## src/display/led_patterns.hex

```
// One 64-bit duty word per row, 16 channels of 4 bits each
// Channel 0 is the rightmost digit, channel 15 the leftmost
fedcba9876543210
0fedcba987654321
10fedcba98765432
210fedcba9876543
3210fedcba987654
43210fedcba98765
543210fedcba9876
6543210fedcba987
76543210fedcba98
876543210fedcba9
9876543210fedcba
a9876543210fedcb
ba9876543210fedc
cba9876543210fed
dcba9876543210fe
edcba9876543210f
0123456789abcdef
123456789abcdef0
23456789abcdef01
3456789abcdef012
456789abcdef0123
56789abcdef01234
6789abcdef012345
789abcdef0123456
89abcdef01234567
9abcdef012345678
abcdef0123456789
bcdef0123456789a
cdef0123456789ab
def0123456789abc
ef0123456789abcd
f0123456789abcde

```

## src/common/bpi_pkg.sv

```systemverilog
package bpi_pkg;

  ////////////////////////////////////////
  // Flash bus widths and operation codes
  ////////////////////////////////////////
  localparam int ADDR_W = 23;
  localparam int DATA_W = 16;          // Also the LED channel count
  localparam int OP_W   = 2;

  localparam logic [OP_W-1:0] OP_STANDBY = 2'd0;
  localparam logic [OP_W-1:0] OP_WRITE   = 2'd1;
  localparam logic [OP_W-1:0] OP_READ    = 2'd2;

  // Bus-cycle lengths in CLK cycles
  localparam int LATCH_CYCLES   = 2;
  localparam int ACCESS_CYCLES  = 4;
  localparam int RECOVER_CYCLES = 1;
  localparam int PHASE_W        = 3;   // Holds the longest phase count

  ////////////////////////////////////////
  // Startup display timing
  ////////////////////////////////////////
  localparam int DUTY_W         = 4;
  localparam int PAT_W          = 8;
  localparam int TABLE_DEPTH    = 32;
  localparam int STEP_CYCLES    = 64;  // Multiple of PAT_W
  localparam int DISPLAY_PASSES = 3;

  localparam int ROW_W  = $clog2(TABLE_DEPTH);
  localparam int STEP_W = $clog2(STEP_CYCLES);
  localparam int PASS_W = $clog2(DISPLAY_PASSES + 1);

endpackage

```

## src/display/led_sequencer.sv

```systemverilog
`timescale 1ns/1ns

module led_sequencer (
  input  logic                                          CLK,
  input  logic                                          RST,
  input  logic                                          run_i,
  output logic                                          load_pat_o,
  output logic [bpi_pkg::DATA_W*bpi_pkg::DUTY_W-1:0]    duty_o,
  output logic                                          display_o
);
  import bpi_pkg::*;

  logic [DATA_W*DUTY_W-1:0] pat_table [0:TABLE_DEPTH-1];

  logic              display_q;
  logic [STEP_W-1:0] step_q;
  logic [ROW_W-1:0]  row_q;
  logic [PASS_W-1:0] pass_q;
  logic              step_end;
  logic              row_end;

  initial begin
    $readmemh("/design/src/display/led_patterns.hex", pat_table);
  end

  assign step_end = (step_q == STEP_W'(STEP_CYCLES - 1));
  assign row_end  = (row_q == ROW_W'(TABLE_DEPTH - 1));

  ////////////////////////////////////////
  // Step, row and pass counters
  ////////////////////////////////////////
  always_ff @(posedge CLK or posedge RST) begin
    if (RST) begin
      display_q <= 1'b0;
      step_q    <= '0;
      row_q     <= '0;
      pass_q    <= '0;
    end else if (!display_q) begin
      if (run_i) begin              // Start of show
        display_q <= 1'b1;
        step_q    <= '0;
        row_q     <= '0;
        pass_q    <= '0;
      end
    end else begin
      step_q <= step_q + 1'b1;      // Wraps at STEP_CYCLES
      if (step_end) begin
        row_q <= row_q + 1'b1;
        if (row_end) begin
          pass_q <= pass_q + 1'b1;
          if (pass_q == PASS_W'(DISPLAY_PASSES - 1)) begin
            display_q <= 1'b0;      // Last pass done
          end
        end
      end
    end
  end

  // New row at the top of every step
  assign load_pat_o = display_q && (step_q == '0);
  assign duty_o     = pat_table[row_q];
  assign display_o  = display_q;

endmodule

```

## config.mk

```make
export PLATFORM = sky130hd
export DESIGN_NAME = led_sequencer
export DESIGN_NICKNAME = d
export VERILOG_FILES = /design/src/common/bpi_pkg.sv /design/src/display/led_sequencer.sv
export SDC_FILE = /design/constraint.sdc
export NUM_CORES = 1
export LEC_CHECK = 0
export ABC_AREA = 0
export BUFFER_PORTS_ARGS = -buffer_cell sky130_fd_sc_hd__buf_2
export CAP_MARGIN = 20
export CELL_PAD_IN_SITES_DETAIL_PLACEMENT = 0
export CELL_PAD_IN_SITES_GLOBAL_PLACEMENT = 1
export CORE_ASPECT_RATIO = 1.4
export CORE_MARGIN = 5
export CORE_UTILIZATION = 33
export CTS_CLUSTER_SIZE = 20
export DETAILED_ROUTE_END_ITERATION = 8
export PLACE_DENSITY_LB_ADDON = 0.1
export SETUP_SLACK_MARGIN = 0.05
export SYNTH_ARGS = -nofsm -noshare
export SYNTH_HDL_FRONTEND = slang
export SYNTH_SLANG_ARGS = --single-unit
```

## constraint.sdc

```tcl
create_clock -name CLK -period 3.8 [get_ports CLK]
set_input_delay 0.19 -clock CLK [delete_from_list [all_inputs] [get_ports CLK]]
set_output_delay 0.19 -clock CLK [all_outputs]
set_load 0.03 [all_outputs]
```

==> run summary <==
Subtracting the final worst setup slack from the clock period gives 1650 ps. Routability-driven placement finished with a final weighted congestion of 0.6636. The first global-routing pass estimated 3581 um of wire. The path depth of the worst reg2reg path is 3.

Setup repair after global routing left no endpoint under its margin. The combined global-route utilization of all metal layers was 0.08831. Yosys attributes the largest share of cell area to buf_4 40%, dfrtp_1 28%, ha_1 5.0%.

The run gives 0.3407 as the initial core utilization. After the last flow step, the layout net total stands at 158. The flow ran to the end, but the final reports show violations. After layout, the worst setup slack is 2150 ps. In this run, the number of DRC markers left after iteration 0 of detailed routing was 8. The logs give 350.3 um^2 for the area of all sequential standard cells and 0 for the final count of pins violating max slew. On the worst path, the slowest cell contributes a delay of 610 ps. Between clock sinks in the finished design, the worst skew comes to 0.9317 ps. The most used flip-flop cell after synthesis is dfrtp_1. 69 I/O pins were placed. The nature of the critical path startpoint was a flip-flop.

buf_4 is the most common cell in the netlist. The run gives 0.2797 as the sequential element share of the synthesized area. Detailed placement finished with a half-perimeter wire length of 1796 um. The initialized floorplan defines 26 standard-cell rows.

For the number of hold violations in the final report, the log shows 14. The startpoint identified for the worst register-to-register timing path is display_o$_DFF_PP0_. The buffer and inverter count on the worst path is 1, and the number of buffers inserted during clock tree synthesis is 3. The die span in y is 82.89 um, and the number of antenna-violating nets in the routed design is 0. The share of async-settable or async-resettable flops after synthesis is 1.000, and the pin count of the biggest net entering global routing is 16. The clock latency on the worst-skew pair is 240 ps, and the ratio of final minimum period to clock period is 0.4343. After global routing the overflow that remains totals 0. Final hold slack: -4.798 ps. In the synthesized netlist, the cells that appear most often are 66 x buf_4, 14 x dfrtp_1, 10 x nand2_1, 7 x inv_1, 6 x nand3_1. For this run, the detailed router's first-pass iteration total came to 4. Input and output buffers added on the ports amount to 4. At the worst endpoint, the arrival time is 1460 ps. Once the clock tree was built, the resizer swapped 0 gates to a different size.

Area of the die: 5145 um^2. The sink count of the clock tree is 14, and the horizontal extent of the die is 62.07 um. The final total negative setup slack was 0 ps; the power per standard cell area was 605.1 nW/um^2. For this design, the slowest cell found on the critical path is dfrtp_1. Maximum level of the CTS H-tree: 1. The root buffer cell is clkbuf_8. The capturing element type of the critical path was an output pin. Yosys printed 0 warnings.

Synthesis produced a netlist whose cell count is 145. The run gives 0 as the count of hold buffers inserted by post-cts repair. For the pin with the worst max-slew slack, the measured transition is 570.0 ps. The tools report the placed instance count as 187. In this run, synthesis produced a sequential element count of 14. Traced cell by cell, the critical path runs through nand2_1 -> nor4_1 -> buf_2. The final reports fail on hold timing. The worst-case register-to-register setup slack is 2360 ps, and the core area is 3676 um^2.

After detailed routing, the average wire length per cell comes to 11.48 um. The cell leakage power was 0.0006019 uW; the post-synthesis area per instance was 8.638 um^2. The number of antenna violations at the first check in global routing is 0, and the number of maximum-capacitance violations is 0.

The biggest fanout along the worst timing path is 15. The filler cells instantiated in the layout total 421. For the count of vias placed by the detailed router, the log shows 720.

The logs give 0 for the setup fix buffers added after clock tree synthesis and 1252 um^2 for the cell area after synthesis. TritonCTS built the clock tree. The run gives 0 as the remaining design rule violation count. Fraction of final layout cells sized beyond drive strength 1: 0.06757.

Grouping stages by cell kind, the critical path spends the most delay in flip-flops. The worst setup timing slack at the placement stage came out at 2323 ps. The fraction of the core area covered by cells at the end of the flow was 0.2999; the number of global-route vias before repair was 739. The routed design has 2181 um of wire. The worst-case clock buffer depth was 2. STA puts the critical path data required time at 3610 ps. In this run the critical register-to-register path is captured at row_q[2]$_DFFE_PP0P_. The synthesized design contains 0 enable-type register cells. Maximum clock frequency: 606.0 MHz. The clock-pin slew on the worst setup and hold paths came out at 60 ps. The class of the most critical hold timing path is in2async.

The number of setup violations in the final report is 0, and the antenna cell count is 0. Critical path start-end classification: reg2out. Maximum vdd drop: 0.2010 mV. buf_4 takes more of the synthesized area than any other cell. For the headroom to the max-slew limit, the log shows 0.6196. The finished layout holds 190 standard cells, fillers aside. After detailed routing, the number of vias per cell comes to 3.789.

Multi-input gate area in the final layout: 611.8 um^2. The completed layout was analyzed and its total power is 667.0 uW. Yosys mapped the design onto 27 distinct sky130hd cell types. The area added between synthesis and finish was -11.99%; the proportion of netlist area held by the largest area contributor was 0.3956.
how the worst max path moves through the flow:
stage | start | end | slack (ps) | cells after the start
CTS | display_o$_DFF_PP0_ | load_pat_o | 2110 | 3
detailed placement | display_o$_DFF_PP0_ | row_q[3]$_DFFE_PP0P_ | 2320 | 3
floorplan | display_o$_DFF_PP0_ | load_pat_o | 1830 | 3
global route | display_o$_DFF_PP0_ | load_pat_o | 1950 | 3
finish | display_o$_DFF_PP0_ | load_pat_o | 2150 | 3
global placement | display_o$_DFF_PP0_ | row_q[3]$_DFFE_PP0P_ | 2320 | 3
stage by stage:
stage | instance area [um^2] | hold WS, ps
2_1_floorplan | 1489 | 79.22
3_5_place_dp | 1061 | 282.7
6_report | 1102 | -4.798
3_3_place_gp | 1061 | 283.3
5_1_grt | 1102 | 55.17
4_1_cts | 1102 | 30.87
flip-flops by register name, summed over array words and instances, names as in the netlist:
name / flops
display_o: 1
pass_q: 2
row_q: 5
step_q: 6
area by class of cell:
type                            instances  area share
Multi-Input combinational cell        120      0.5550
Clock buffer                            3     0.03746
Sequential cell                        14      0.3178
Inverter                                7     0.02384
Timing Repair Buffer                    4     0.01816
Tap cell                               42     0.04767
report_power, final:
part	switching, uW	total [uW]	internal [uW]
Combinational	188	275	87.2
Sequential	62.3	271	209
Clock	50.9	121	70.0
Total	301	667	366
routing by layer:
metal | vias up | part of all wire | track usage
li1 | 353 | - | -
met4 | 0 | 0.0069 | 0.03668
met2 | 23 | 0.58 | 0.1623
met3 | 2 | 0.062 | 0.01398
met5 | - | 0 | 0
met1 | 342 | 0.35 | 0.09177
layout by cell type (no fill, tap or decap), drive strengths merged, types with 2 or more instances in the layout:
master / Yosys / final
clkbuf: 0 / 3
ha: 5 / 5
nand2b: 2 / 2
nand4: 3 / 3
nor2: 2 / 2
a21oi: 4 / 4
nor2b: 2 / 2
nand3: 7 / 7
buf: 67 / 4
inv: 7 / 7
conb: 1 / 64
mux2i: 3 / 3
o31ai: 2 / 2
dfrtp: 14 / 14
o21ai: 5 / 5
nand2: 10 / 10
o22ai: 2 / 2
kinds of logic after synthesis:
| group | synth area share |
|---|---|
| simple gates | 0.1309 |
| buf+inv | 0.4206 |
| compound gates | 0.07592 |
| fa+ha+maj | 0.04995 |
| xor+xnor | 0.006994 |
| mux | 0.03297 |
| flops | 0.2797 |
| other cells | 0.002994 |
(Power assumes the default switching activity.)
