File: src/common/bpi_pkg.sv
package bpi_pkg;

  ////////////////////////////////////////
  // Flash bus widths and operation codes
  ////////////////////////////////////////
  localparam int ADDR_W = 23;
  localparam int DATA_W = 16;          // Also the LED channel count
  localparam int OP_W   = 2;

  localparam logic [OP_W-1:0] OP_STANDBY = 2'd0;
  localparam logic [OP_W-1:0] OP_WRITE   = 2'd1;
  localparam logic [OP_W-1:0] OP_READ    = 2'd2;

  // Bus-cycle lengths in CLK cycles
  localparam int LATCH_CYCLES   = 2;
  localparam int ACCESS_CYCLES  = 4;
  localparam int RECOVER_CYCLES = 1;
  localparam int PHASE_W        = 3;   // Holds the longest phase count

  ////////////////////////////////////////
  // Startup display timing
  ////////////////////////////////////////
  localparam int DUTY_W         = 4;
  localparam int PAT_W          = 8;
  localparam int TABLE_DEPTH    = 32;
  localparam int STEP_CYCLES    = 64;  // Multiple of PAT_W
  localparam int DISPLAY_PASSES = 3;

  localparam int ROW_W  = $clog2(TABLE_DEPTH);
  localparam int STEP_W = $clog2(STEP_CYCLES);
  localparam int PASS_W = $clog2(DISPLAY_PASSES + 1);

endpackage

File: src/display/led_channel.sv
`timescale 1ns/1ns

module led_channel (
  input  logic                        CLK,
  input  logic                        RST,
  input  logic                        load_pat_i,
  input  logic [bpi_pkg::DUTY_W-1:0]  duty_i,
  output logic                        led_o
);
  import bpi_pkg::*;

  logic [PAT_W-1:0] thermo;
  logic [PAT_W-1:0] pat_q;

  // Level to low-aligned ones saturating at PAT_W
  always_comb begin
    for (int i = 0; i < PAT_W; i++) begin
      thermo[i] = (duty_i > i);
    end
  end

  always_ff @(posedge CLK or posedge RST) begin
    if (RST) begin
      pat_q <= '0;
    end else if (load_pat_i) begin
      pat_q <= thermo;
    end else begin
      pat_q <= {pat_q[PAT_W-2:0], pat_q[PAT_W-1]};   // Rotate left
    end
  end

  assign led_o = pat_q[0];

endmodule

File: config.mk
export PLATFORM = sky130hd
export DESIGN_NAME = led_channel
export DESIGN_NICKNAME = d
export VERILOG_FILES = /design/src/common/bpi_pkg.sv /design/src/display/led_channel.sv
export SDC_FILE = /design/constraint.sdc
export NUM_CORES = 1
export LEC_CHECK = 0
export ABC_AREA = 1
export BUFFER_PORTS_ARGS = -buffer_cell sky130_fd_sc_hd__buf_2
export CORE_AREA = 2 2 39 41
export CTS_CLUSTER_SIZE = 28
export DETAILED_ROUTE_END_ITERATION = 10
export DIE_AREA = 0 0 41 43
export PLACE_DENSITY_LB_ADDON = 0.15
export SKIP_CTS_REPAIR_TIMING = 1
export SLEW_MARGIN = 20
export SYNTH_ARGS = -nofsm -noshare
export SYNTH_HDL_FRONTEND = slang
export SYNTH_SLANG_ARGS = --single-unit
File: constraint.sdc
create_clock -name CLK -period 0.8 [get_ports CLK]
set_input_delay 0.16 -clock CLK [delete_from_list [all_inputs] [get_ports CLK]]
set_output_delay 0.16 -clock CLK [all_outputs]
set_load 0.02 [all_outputs]
==> impl_metrics.py, run 1 <==
metrics = {
    "status": {
        "status": "finished with violations",
        "violations": "negative setup slack",
    },
    "timing": {
        "grt_setup_unrepaired": "true",
        "setup_viol": 1,
        "slew_violations": 0,
        "fin_crit_sh_pct": 115,
        "final.min_clock_period_ps": 922,
        "fmax_mhz": 1090,
        "holdWs_ps": 167,
        "tns_ps": -122,
        "relSlewSlack_pct": 79.1,
        "fin_skew_ps": 1.03,
        "worst_pin_slew_ps": 313,
        "hold_violations": 0,
        "fin_ws_ps": -122,
    },
    "detailed_routing": {
        "wire_per_inst_um": 8.92,
        "drtAntennaViolNets": 0,
        "dr.pass1.iters": 4,
        "totalWireLength_um": 651,
        "vias_per_cell": 4.03,
        "drtIter0Drc": 2,
        "vias": 294,
        "drc": 0,
    },
    "cts": {
        "cts_buffers": 3,
        "cts_tree": "done",
        "cts-htree-levels": 1,
        "path_clk_slew_ps": 50,
        "cts_sinks": 8,
        "clockRootBuffer": "clkbuf_4",
        "cts_buffer_depth": 2,
        "clock_latency_ps": 250,
    },
    "cells_and_area": {
        "syn_to_final_growth_pct": 28.6,
        "fill_cells": 153,
        "final_cells": 73,
        "final_area_um2": 473,
        "largest_registers": "pat_q (8)",
        "diodes": 0,
        "drive_gt1_share_pct": 35.1,
        "nets": 66,
        "multi_input_area_um2": 138,
        "seq_area_um2": 200,
        "largest-register": "pat_q",
        "largest_reg_flops": 8,
    },
    "floorplanning": {
        "die_w_um": 41,
        "die_area_um2": 1760,
        "start_util_pct": 26.6,
        "ios": 8,
        "core.rowCount": 14,
        "coreArea_um2": 1380,
        "die_h_um": 43,
    },
    "pwr": {
        "power.leakage_nw": 0.253,
        "peakVddDrop_uv": 817,
        "powerDensity_nw_per_um2": 1890,
        "total_power_w": 0.000894,
    },
    "run": {
        "drv_cap": 0,
    },
    "placement": {
        "gp_congestion": 0.670,
        "place_area_um2": 434,
        "hpwl_um": 508,
        "dp_cells": 69,
        "io_buffers": 7,
    },
    "global_routing": {
        "grt_util_met1_pct": 15.8,
        "antenna_found_initial": 0,
        "track_usage_pct": 9.92,
        "grt_max_degree": 9,
        "grt-busiest-layer": "met1",
        "met2_usage_pct": 10.0,
        "grt_pass1_wl_um": 1090,
        "grt_pass1_vias": 262,
        "grt-ovfl-total": 0,
        "gr-usage-met3_pct": 1.57,
    },
    "synth": {
        "seq_area_frac_synth_pct": 54.4,
        "ys_seq_elements": 8,
        "syn_area_um2": 368,
        "syn_nets": 51,
        "syn_area_per_cell_um2": 8.36,
        "syn_inst": 44,
        "ys_types": 10,
        "yosysWarnings": 0,
    },
    "critical_path": {
        "start_kind": "flip-flop",
        "cp_num_buf_inv": 1,
        "path_cells": "buf_6",
        "crit_type": "reg2out",
        "slowest_stage": "dfrtp_1",
        "cp_data_required_time_ps": 640,
        "slowest_delay_ps": 380,
        "critPathTopFamily": "flip-flops",
        "critPathCaptureType": "output port",
        "arrival_ps": 760,
        "cp_max_fo": 2,
    },
    "min_path": {
        "hold_path.class": "in2reg",
    },
}
==> power by group <==
part           internal, W  switching [W]  total, W
combinational    0.0000610      0.0000772  0.000138
clock             0.000171       0.000130  0.000301
sequential        0.000443      0.0000116  0.000455
total             0.000675       0.000218  0.000894
==> stage by stage <==
step | utilization (%) | worst slack [ps]
floorplan | - | 120
detailed placement | 31.4 | 31.4
global route | 34.2 | -150
CTS | 33.0 | -137
finish | 34.2 | -122
global placement | 31.4 | 51.2
==> layer usage <==
metal,vias up,wire length (µm),share of wire [%]
met5,-,0,0
met4,0,0,0
met3,0,23,3.5
met2,8,277,43
met1,125,350,54
li1,161,-,-
==> Yosys cell counts <==
cell | instances | area share, %
inv_1 | 2 | 2.0
inv_2 | 3 | 3.1
nor2_4 | 1 | 3.1
nor2_2 | 1 | 1.7
buf_6 | 1 | 3.1
o21ai_1 | 2 | 2.7
dfrtp_1 | 8 | 54
nand2_1 | 22 | 22
o21ai_2 | 2 | 4.8
nand3_1 | 2 | 2.7
==> area by class of cell <==
cell class	count	share of cell area (%)
clock buffers	3	4.76
inverters	5	3.97
multi-input cells	30	29.1
flip-flops and latches	8	42.3
well taps	16	4.23
repair buffers	11	15.6
==> cell families after synthesis <==
group	share of synthesized area [%]
simple gates	29.9
flops	54.4
compound gates	7.48
buf+inv	8.16
==> path summary, 6_finish.rpt <==
path	cells past startpoint	to	start	slack [ps]
min in group asynchronous	3	pat_q[6]	RST	400
worst max register to register	2	pat_q[1]	pat_q[0]	200
worst max-delay path	1	led_o	pat_q[0]	-120
worst min register to register	2	pat_q[5]	pat_q[4]	440
max in group asynchronous	3	pat_q[7]	RST	170
worst min-delay path	3	pat_q[1]	load_pat_i	170
==> cells in the final DEF (no fill, tap or decap), drive strengths merged <==
cell	count
dlygate4sd3	1
dfrtp	8
clkbuf	3
nor2	2
nand2	22
o21ai	4
nand3	2
inv	5
buf	10
Note: power is estimated with default switching activity, not from simulation.
==> run 2, diff against run 1 <==
- PLACE_DENSITY_LB_ADDON: 0.15 -> not set
==> run 2 against run 1 <==
Against the previous run:
- the run still ends with negative setup slack left
- critical endpoint unchanged
- hold slack worse by 11 ps
- largest cell class unchanged
- die area stayed put
- critical path type unchanged
- sequential cell count stayed put
==> impl_metrics.py, run 2 (synthesis results as in run 1) <==
metrics = {
    "min_path": {
        "holdCritStartpoint": "load_pat_i",
        "hold_path.class": "in2reg",
        "hold-path-endpoint": "pat_q[1]",
        "min_delay_path_depth": 3,
    },
    "timing": {
        "final.min_clock_period_ps": 946,
        "fin_crit_sh_pct": 118,
        "fin_skew_ps": 0.333,
        "hold_violations": 0,
        "relSlewSlack_pct": 79.7,
        "setup_viol": 1,
        "slew_violations": 0,
        "fin_ws_ps": -146,
        "grt_setup_unrepaired": "true",
        "tns_ps": -146,
        "fmax_mhz": 1060,
        "worst_pin_slew_ps": 303,
    },
    "critical_path": {
        "cp_max_fo": 2,
        "rr_startpoint": "pat_q[0]",
        "slowest_stage": "dfrtp_1",
        "ff2ff_path_depth": 3,
        "reg2reg_slack_ps": 70,
        "slowest_delay_ps": 390,
        "critPathTopFamily": "flip-flops",
        "critPathCaptureType": "output port",
        "cp_num_buf_inv": 1,
        "cp_num_cells": 1,
        "arrival_ps": 790,
        "start_kind": "flip-flop",
        "r2r-end": "pat_q[1]",
        "path_cells": "buf_6",
        "cp_data_required_time_ps": 640,
        "crit_type": "reg2out",
    },
    "placement": {
        "io_buffers": 7,
        "dp_cells": 68,
        "gp_congestion": 0.676,
    },
    "status": {
        "status": "finished with violations",
        "violations": "negative setup slack",
    },
    "pwr": {
        "peakVddDrop_uv": 542,
        "total_power_w": 0.000922,
        "power.leakage_nw": 0.258,
        "powerDensity_nw_per_um2": 1900,
    },
    "cts": {
        "cts_buffers": 3,
        "clock_latency_ps": 260,
        "cts-htree-levels": 1,
        "clockRootBuffer": "clkbuf_4",
        "cts_buffer_depth": 2,
        "cts_sinks": 8,
        "cts_tree": "done",
        "path_clk_slew_ps": 50,
    },
    "floorplanning": {
        "ios": 8,
        "die_area_um2": 1760,
        "die_h_um": 43,
        "die_w_um": 41,
        "start_util_pct": 26.6,
        "coreArea_um2": 1380,
        "core.rowCount": 14,
    },
    "cells_and_area": {
        "nets": 66,
        "final_cells": 73,
        "largest_registers": "pat_q (8)",
        "final_common_cell": "nand2_1",
        "final_cell_mix": "nand2_1 (22), dfrtp_1 (8), buf_2 (6)",
        "diodes": 0,
        "largest-register": "pat_q",
        "drive_gt1_share_pct": 35.1,
        "largest_reg_flops": 8,
        "syn_to_final_growth_pct": 32.0,
    },
    "detailed_routing": {
        "drtAntennaViolNets": 0,
        "dr.pass1.iters": 4,
        "totalWireLength_um": 685,
        "drc": 0,
        "vias": 303,
        "drtIter0Drc": 14,
        "vias_per_cell": 4.15,
        "wire_per_inst_um": 9.38,
    },
    "global_routing": {
        "grt_max_degree": 11,
        "grt_pass1_vias": 260,
        "grt_pass1_wl_um": 1140,
        "grt-ovfl-total": 0,
        "track_usage_pct": 10.6,
        "antenna_found_initial": 0,
    },
    "run": {
        "drv_cap": 0,
    },
}
[run 2: changes by cell type in the layout (fill, tap and decap cells not counted)]
| cell | delta |
|---|---|
| buf_12 | +1 |
| buf_4 | -1 |
[run 2: cell type report]
cell class,count,area (µm²)
inverter,5,18.8
sequential,8,200
timing repair buffer,11,86.3
tap,16,20.0
clock buffer,3,22.5
fill,150,898
multi-input combinational,30,138
[run 2: per-layer routing]
metal / share of wire [%] / global-route usage [%]
met1: 50 / 14.6
met2: 42 / 11.6
met3: 4.7 / 4.71
met4: 3.4 / 10.0
met5: 0 / 0
[run 2: power breakdown]
group	total [W]	internal [W]	leakage (nW)	switching, W
clock	0.000317	0.000172	0.0138	0.000145
sequential	0.000456	0.000443	0.0927	0.0000131
combinational	0.000149	0.0000692	0.151	0.0000799
[run 2: worst min-delay path, stage by stage]
cell and delay, ps:
buf_2 120, nand2_1 60, nand2_1 50
[run 2: worst max-delay path by stage]
stage | from | to | slack (ps)
floorplan | pat_q[0] | pat_q[1] | 120
global placement | duty_i[2] | pat_q[2] | 40
detailed placement | duty_i[2] | pat_q[2] | 30
CTS | pat_q[0] | led_o | -170
global route | pat_q[0] | led_o | -170
finish | pat_q[0] | led_o | -150
[run 2: per-stage QoR]
stage / instance area [µm²] / hold slack, ps / util [%] / setup slack [ps]
floorplan: 368 / -24.3 / - / 120
global placement: 439 / 111 / 31.7 / 39.1
detailed placement: 439 / 120 / 31.7 / 32.2
CTS: 462 / -157 / 33.4 / -168
global route: 485 / 169 / 35.1 / -167
finish: 485 / 156 / 35.1 / -146
