## config.mk

```make
export PLATFORM = sky130hd
export DESIGN_NAME = bpi_cycle_fsm
export DESIGN_NICKNAME = d
export VERILOG_FILES = /design/src/common/bpi_pkg.sv /design/src/bpi/bpi_cycle_fsm.sv
export SDC_FILE = /design/constraint.sdc
export NUM_CORES = 1
export LEC_CHECK = 0
export ABC_AREA = 0
export CAP_MARGIN = 40
export CORE_AREA = 2 2 39 41
export CTS_CLUSTER_SIZE = 28
export DETAILED_ROUTE_END_ITERATION = 12
export DIE_AREA = 0 0 41 43
export DONT_BUFFER_PORTS = 1
export GPL_TIMING_DRIVEN = 1
export PLACE_DENSITY_LB_ADDON = 0.2
export SLEW_MARGIN = 20
export SYNTH_ARGS = -nofsm -noshare
export SYNTH_HDL_FRONTEND = slang
export SYNTH_SLANG_ARGS = --single-unit
```

## constraint.sdc

```tcl
create_clock -name CLK -period 2.8 [get_ports CLK]
set_input_delay 0 -clock CLK [delete_from_list [all_inputs] [get_ports CLK]]
set_output_delay 0 -clock CLK [all_outputs]
set_load 0.01 [all_outputs]
```

## src/common/bpi_pkg.sv

```systemverilog
package bpi_pkg;

  ////////////////////////////////////////
  // Flash bus widths and operation codes
  ////////////////////////////////////////
  localparam int ADDR_W = 23;
  localparam int DATA_W = 16;          // Also the LED channel count
  localparam int OP_W   = 2;

  localparam logic [OP_W-1:0] OP_STANDBY = 2'd0;
  localparam logic [OP_W-1:0] OP_WRITE   = 2'd1;
  localparam logic [OP_W-1:0] OP_READ    = 2'd2;

  // Bus-cycle lengths in CLK cycles
  localparam int LATCH_CYCLES   = 2;
  localparam int ACCESS_CYCLES  = 4;
  localparam int RECOVER_CYCLES = 1;
  localparam int PHASE_W        = 3;   // Holds the longest phase count

  ////////////////////////////////////////
  // Startup display timing
  ////////////////////////////////////////
  localparam int DUTY_W         = 4;
  localparam int PAT_W          = 8;
  localparam int TABLE_DEPTH    = 32;
  localparam int STEP_CYCLES    = 64;  // Multiple of PAT_W
  localparam int DISPLAY_PASSES = 3;

  localparam int ROW_W  = $clog2(TABLE_DEPTH);
  localparam int STEP_W = $clog2(STEP_CYCLES);
  localparam int PASS_W = $clog2(DISPLAY_PASSES + 1);

endpackage

```

## src/bpi/bpi_cycle_fsm.sv

```systemverilog
`timescale 1ns/1ns

module bpi_cycle_fsm (
  input  logic CLK,
  input  logic RST,
  input  logic execute_i,
  input  logic read_i,
  input  logic write_i,
  output logic capture_o,
  output logic busy_o,
  output logic load_o,
  output logic ce_o,
  output logic latch_o,
  output logic we_o,
  output logic oe_o
);
  import bpi_pkg::*;

  typedef enum logic [1:0] {
    st_idle,
    st_latch,
    st_access,
    st_recover
  } state_t;

  state_t             state_q;
  logic [PHASE_W-1:0] phase_q;
  logic               op_active;

  // Standby and code 3 leave both bits low
  assign op_active = read_i | write_i;

  ////////////////////////////////////////
  // State and phase counter
  ////////////////////////////////////////
  always_ff @(posedge CLK or posedge RST) begin
    if (RST) begin
      state_q <= st_idle;
      phase_q <= '0;
    end else begin
      case (state_q)
        st_idle: begin
          phase_q <= '0;
          if (execute_i) state_q <= st_latch;   // Op bits captured on this edge
        end
        st_latch: begin
          if (!op_active) begin
            state_q <= st_idle;                 // Standby takes one busy cycle
          end else if (phase_q == PHASE_W'(LATCH_CYCLES - 1)) begin
            state_q <= st_access;
            phase_q <= '0;
          end else begin
            phase_q <= phase_q + 1'b1;
          end
        end
        st_access: begin
          if (phase_q == PHASE_W'(ACCESS_CYCLES - 1)) begin
            state_q <= st_recover;
            phase_q <= '0;
          end else begin
            phase_q <= phase_q + 1'b1;
          end
        end
        default: begin
          if (phase_q == PHASE_W'(RECOVER_CYCLES - 1)) begin
            state_q <= st_idle;
            phase_q <= '0;
          end else begin
            phase_q <= phase_q + 1'b1;
          end
        end
      endcase
    end
  end

  ////////////////////////////////////////
  // Strobe decode
  ////////////////////////////////////////
  assign capture_o = (state_q == st_idle) && execute_i;
  assign busy_o    = (state_q != st_idle);
  assign latch_o   = (state_q == st_latch) && op_active;
  assign ce_o      = latch_o || (state_q == st_access);
  assign we_o      = (state_q == st_access) && write_i;
  assign oe_o      = (state_q == st_access) && read_i;

  // Read data valid on the last access cycle
  assign load_o    = oe_o && (phase_q == PHASE_W'(ACCESS_CYCLES - 1));

endmodule

```

==> flow_summary.toml, run 1 <==
[pwr]
switchingPower_uw = 250.2
intPower_uw = 307.3
peakVddDrop_v = 0.0004714
power.total_uw = 557.4
p_comb_frac = 0.613
pwr-share-seq = 0.239
clockPowerShare = 0.148
p_sw_frac = 0.4488
p_leak_nw = 0.2538
p_per_area_mw_per_mm2 = 1087

[die]
num_rows = 14
die_w_um = 41
dieArea_sq_mm = 0.001763
chipHeight_um = 43
core_area_sq_mm = 0.001384
io_pins = 12
start_util = 0.3300

[sta]
hold_violations = 0
setup_ws_ns = 1.312
rsz0062_at_grt = "no"
slew_violations = 0
fin_setup_tns_ns = 0
maxSlewHeadroom = 0.8475
period_share = 0.5315
finalClockSkew_ns = 0.006144
fin_crit_ns = 1.488
setup_viol = 0
tightest_slew_ns = 0.2288
max_freq_mhz = 671.9

[min_path]
min_to = "phase_q[1]"
min-delay-start = "write_i"
worstHoldPathType = "in2reg"
min_path_cells = 3

[setup_path]
start_kind = "register"
critPathKind = "reg2reg"
rrSetupSlack_ns = 1.31
rr_startpoint = "state_q[1]"
r2r-end = "state_q[1]"
critPathMaxFanout = 4
arrival_ns = 1.63
worstSetupEndpointType = "register"
reg2reg_depth = 6
cp.required_ns = 2.94

[status]
run_status = "complete, no violations"

[clock_network]
cts_buffers = 3
cts-root-buf = "clkbuf_4"
clock_tree.buffer_depth = 2
cts_setup_buffers = 0
clock-sinks = 5
htreeDepth = 1
cts_tree = "yes"
cts.repair.resized = 0
cts_hold_repair.buffers = 1
insertion_delay_ns = 0.24
cts.clk_slew.worst_paths_ns = 0.04

[detailed_routing]
drt_first_pass_iters = 2
drc = 0
viasPerCell = 4.819
wire_per_inst_um = 11.14
finalWirelength_um = 802
first_iter_violations = 3
vias = 347
postRouteAntennaNets = 0

[logic_synthesis]
synthTopCellsByCount = "ha_1 (9), inv_1 (7), nand2_1 (6), dfrtp_1 (5), and2_1 (4)"
synth_top_area_cell = "dfrtp_1"
synth_area_sq_um = 456.7
synthMostInstantiatedCell = "ha_1"
synth-edff-count = 0
syn_area_per_cell_sq_um = 8.955
synth-seq-area-share = 0.2740
synth_fp_nets = 65
synthArstFlopShare = 1.000
synthCells = 51
ys_top_cells_by_area = "dfrtp_1 (27%), ha_1 (25%), inv_1 (5.8%)"
ys_types = 20
ys_seq_elements = 5
synth_ff_type = "dfrtp_1"
netlist.area_leader.share = 0.2740
yosysWarnings = 0

[global_routing]
track_usage = 0.1164
grt_pass1_wl_mm = 1.345
gr-total-overflow = 0
antenna_found_initial = 0
grt_pass1_vias = 339
grt_max_degree = 8

[finish]
syn_to_final_growth_pct = 12.33
nets = 71
insertedDiodeCount = 0
nFillCells = 137
fin_cells = 72
drive_gt1_frac = 0.08929
stdcell_area_sq_um = 513.0

[placed_design]
gp_congestion = 0.6979
place_ws_ns = 1.288
portBuffers = 0
hpwl_um = 687.6
place_area_sq_um = 476.7
dpl.cell_count = 67

[job]
maxCapViolCount = 0
[flip-flops by register name (all words and copies together) (netlist names)]
register and cells:
phase_q 3, state_q 2
[cell usage in the layout, fill, tap and decap left out, types with 2 or more instances in the layout]
| cell type | count |
|---|---|
| ha_1 | 9 |
| nand2b_1 | 3 |
| mux2i_1 | 2 |
| dfrtp_1 | 5 |
| nand2_1 | 6 |
| o21a_1 | 2 |
| and2_1 | 4 |
| a21oi_1 | 2 |
| clkbuf_4 | 3 |
| inv_1 | 7 |
[metrics by stage]
stage | util | hold slack (ns)
after floorplan | - | -0.2215
after global placement | 0.3445 | -0.2004
after detailed placement | 0.3445 | -0.2013
after CTS | 0.3707 | 0.04512
after global routing | 0.3707 | 0.07381
final | 0.3707 | 0.06199
[how the worst max path moves through the flow]
stage | startpoint | to | cells past startpoint
6_report | state_q[1] | state_q[1] | 6
5_1_grt | state_q[1] | state_q[1] | 6
4_1_cts | phase_q[0] | state_q[1] | 5
3_5_place_dp | phase_q[0] | state_q[1] | 5
3_3_place_gp | phase_q[0] | state_q[0] | 5
2_1_floorplan | phase_q[0] | phase_q[0] | 5
[worst max-delay path, stage by stage, from the launching register on]
cell	delay, ns
dfrtp_1	0.40
inv_1	0.11
ha_1	0.21
o21a_1	0.22
nand2_1	0.08
o2111ai_2	0.11
mux2i_1	0.26
[layer usage]
layer,GRT usage,wire length (um),vias to the layer above
met2,0.1563,353,13
met1,0.1551,407,153
met4,0.06000,0,0
met3,0.04712,41,0
met5,0,0,-
li1,-,-,181
[layout make-up]
class	instances	area [sq um]	share of cell area
clock buffer	4	26.28	0.05122
timing repair buffer	1	10.01	0.01951
multi-input combinational	38	301.5	0.5878
inverter	8	30.03	0.05854
sequential	5	125.1	0.2439
tap	16	20.02	0.03902
[cell families after synthesis]
family,synth area share
AOI/OAI and AO/OA,0.1890
muxes,0.04384
buffers and inverters,0.06576
DFF,0.2740
and+or+nand+nor,0.1808
adders and majority gates,0.2466
[power by group through the flow]
stage               Sequential [mW]  Combinational, mW  Clock, mW
floorplan                     0.128              0.285          0
global placement              0.134              0.345          0
detailed placement            0.135              0.347          0
CTS                           0.134              0.349     0.0865
global route                  0.140              0.393     0.0920
finish                        0.133              0.342     0.0824
Power figures use the tool's default switching activity.
==> inputs of run 2 (changes only) <==
==> constraint.sdc (replaced) <==
create_clock -name CLK -period 1.3 [get_ports CLK]
set_input_delay 0 -clock CLK [delete_from_list [all_inputs] [get_ports CLK]]
set_output_delay 0 -clock CLK [all_outputs]
set_load 0.01 [all_outputs]
==> flow_summary.toml, run 2 (synthesized netlist as in run 1, its figures left out) <==
[setup_path]
critPathBufInv = 1
slowest_delay_ns = 0.45
cp_cell_sequence = "inv_4, ha_4, a211o_1, o2111ai_2, mux2i_1"
arrival_ns = 1.57
startpoint = "state_q[0]"
cp.required_ns = 1.47
slowest_stage = "dfrtp_2"
critPathKind = "reg2reg"
critPathMaxFanout = 3
rr_startpoint = "state_q[0]"
worstSetupEndpointType = "register"
start_kind = "register"
path_delay_family = "flip-flops"

[sta]
setup_ws_ns = -0.1008
fin_crit_ns = 1.401
finalClockSkew_ns = 0.008239
maxSlewHeadroom = 0.8464
hold_violations = 0
hold_ws_ns = 0.04077
rsz0062_at_grt = "yes"
period_share = 1.078
tightest_slew_ns = 0.2304
slew_violations = 0
setup_viol = 4
max_freq_mhz = 713.9

[placed_design]
gp_congestion = 0.7108
hpwl_um = 789.7
dpl.cell_count = 76
portBuffers = 0

[finish]
final_common_cell = "buf_4"
largest_register = "phase_q"
layout_common_cells = "buf_4 (14), nand2_1 (5), ha_4 (5), inv_1 (4)"
top_regs = "phase_q (3), state_q (2)"
fin_cells = 89
nFillCells = 130
nets = 88
multi_input_area_sq_um = 411.6
largest_reg_flops = 3
syn_to_final_growth_pct = 67.95
drive_gt1_frac = 0.5753
seqCellArea_sq_um = 127.6
insertedDiodeCount = 0

[detailed_routing]
viasPerCell = 4.921
first_iter_violations = 2
wire_per_inst_um = 12.69
drt_first_pass_iters = 3
drc = 0
postRouteAntennaNets = 0
finalWirelength_mm = 1.129
vias = 438

[global_routing]
antenna_found_initial = 0
track_usage = 0.1507
grt_pass1_wl_mm = 1.766
grt_pass1_vias = 433
gr-total-overflow = 0
grt_max_degree = 7

[clock_network]
clock-sinks = 5
insertion_delay_ns = 0.25
htreeDepth = 1
cts.clk_slew.worst_paths_ns = 0.05
cts_tree = "yes"
cts_buffers = 3
cts-root-buf = "clkbuf_4"
clock_tree.buffer_depth = 2

[status]
violations = "negative setup slack"
run_status = "finished, violations left"

[die]
die_w_um = 41
chipHeight_um = 43
dieArea_sq_mm = 0.001763
num_rows = 14
io_pins = 12
start_util = 0.3300
core_area_sq_mm = 0.001384

[pwr]
p_leak_nw = 0.3447
peakVddDrop_v = 0.001063
p_per_area_mw_per_mm2 = 2496

[min_path]
min-delay-start = "write_i"
worstHoldPathType = "in2reg"

[job]
maxCapViolCount = 0
-- run 2: cell types whose count changed in the layout (fill, tap and decap cells not counted), moves of 2 or more --
cell,change
and2_4,+3
buf_6,+3
ha_2,+2
nand2b_4,+2
inv_2,+2
nand2b_1,-2
ha_1,-7
ha_4,+5
dfrtp_2,+2
and2_1,-3
dfrtp_1,-2
buf_4,+14
inv_1,-3
-- run 2: metal layers --
layer / share of wire / up-vias / track usage
met2: 0.54 / 14 / 0.2500
li1: - / 215 / -
met3: 0.068 / 0 / 0.06283
met4: 0 / 0 / 0.04000
met1: 0.39 / 209 / 0.1678
met5: 0 / - / 0
-- run 2: worst register-to-register path, delay by kind of cell, from the launching register on --
family | cells | cell delay, ns
flip-flops | 1 | 0.45
AO/OA/AOI/OAI | 2 | 0.38
adder cells (fa/ha/maj) | 1 | 0.20
multiplexers | 1 | 0.20
buffers and inverters | 1 | 0.10
-- run 2: path summary, 6_finish.rpt --
path | to | slack [ns] | cells after the start
min in group asynchronous | state_q[1] | 0.09 | 2
worst max-delay path | state_q[0] | -0.10 | 5
worst min-delay path | phase_q[1] | 0.04 | 3
max in group asynchronous | phase_q[0] | 1.00 | 2
worst max register to register | state_q[0] | -0.10 | 5
worst min register to register | phase_q[0] | 0.56 | 2
-- run 2: repair_timing --
| action | CTS | global route |
|---|---|---|
| setup buffers | 5 | 3 |
| setup endpoints to repair | 9 | 9 |
| resized for setup | 9 | 19 |
| pin swaps | 3 | 6 |
| hold endpoints to repair | 5 | 0 |
| hold buffers | 1 | 0 |
-- run 2: per-stage QoR --
stage                     instance area (sq um)  worst slack (ns)  utilization  TNS (ns)  total power [mW]
after floorplan                           466.7          0.004549            -         0            0.9102
after global placement                    554.3          -0.08771       0.4005   -0.2597             1.231
after detailed placement                  554.3          -0.07285       0.4005   -0.2614             1.231
after CTS                                 663.1          -0.05994       0.4792   -0.2322             1.624
after global routing                      767.0           -0.1827       0.5543   -0.6318             2.083
final                                     767.0           -0.1008       0.5543   -0.2679             1.914
-- run 2: cell type report --
class,count,share of cell area
Multi-Input combinational cell,38,0.5367
Timing Repair Buffer,18,0.1941
Sequential cell,5,0.1664
Inverter,8,0.04241
Clock buffer,4,0.03426
Tap cell,16,0.02610
-- run 2: report_power, final --
part	total, mW	switching (mW)	leakage [nW]	internal, mW
clock network	0.187	0.0705	0.0150	0.116
logic	1.40	0.609	0.268	0.793
registers	0.326	0.0919	0.0618	0.234
total	1.91	0.771	0.345	1.14
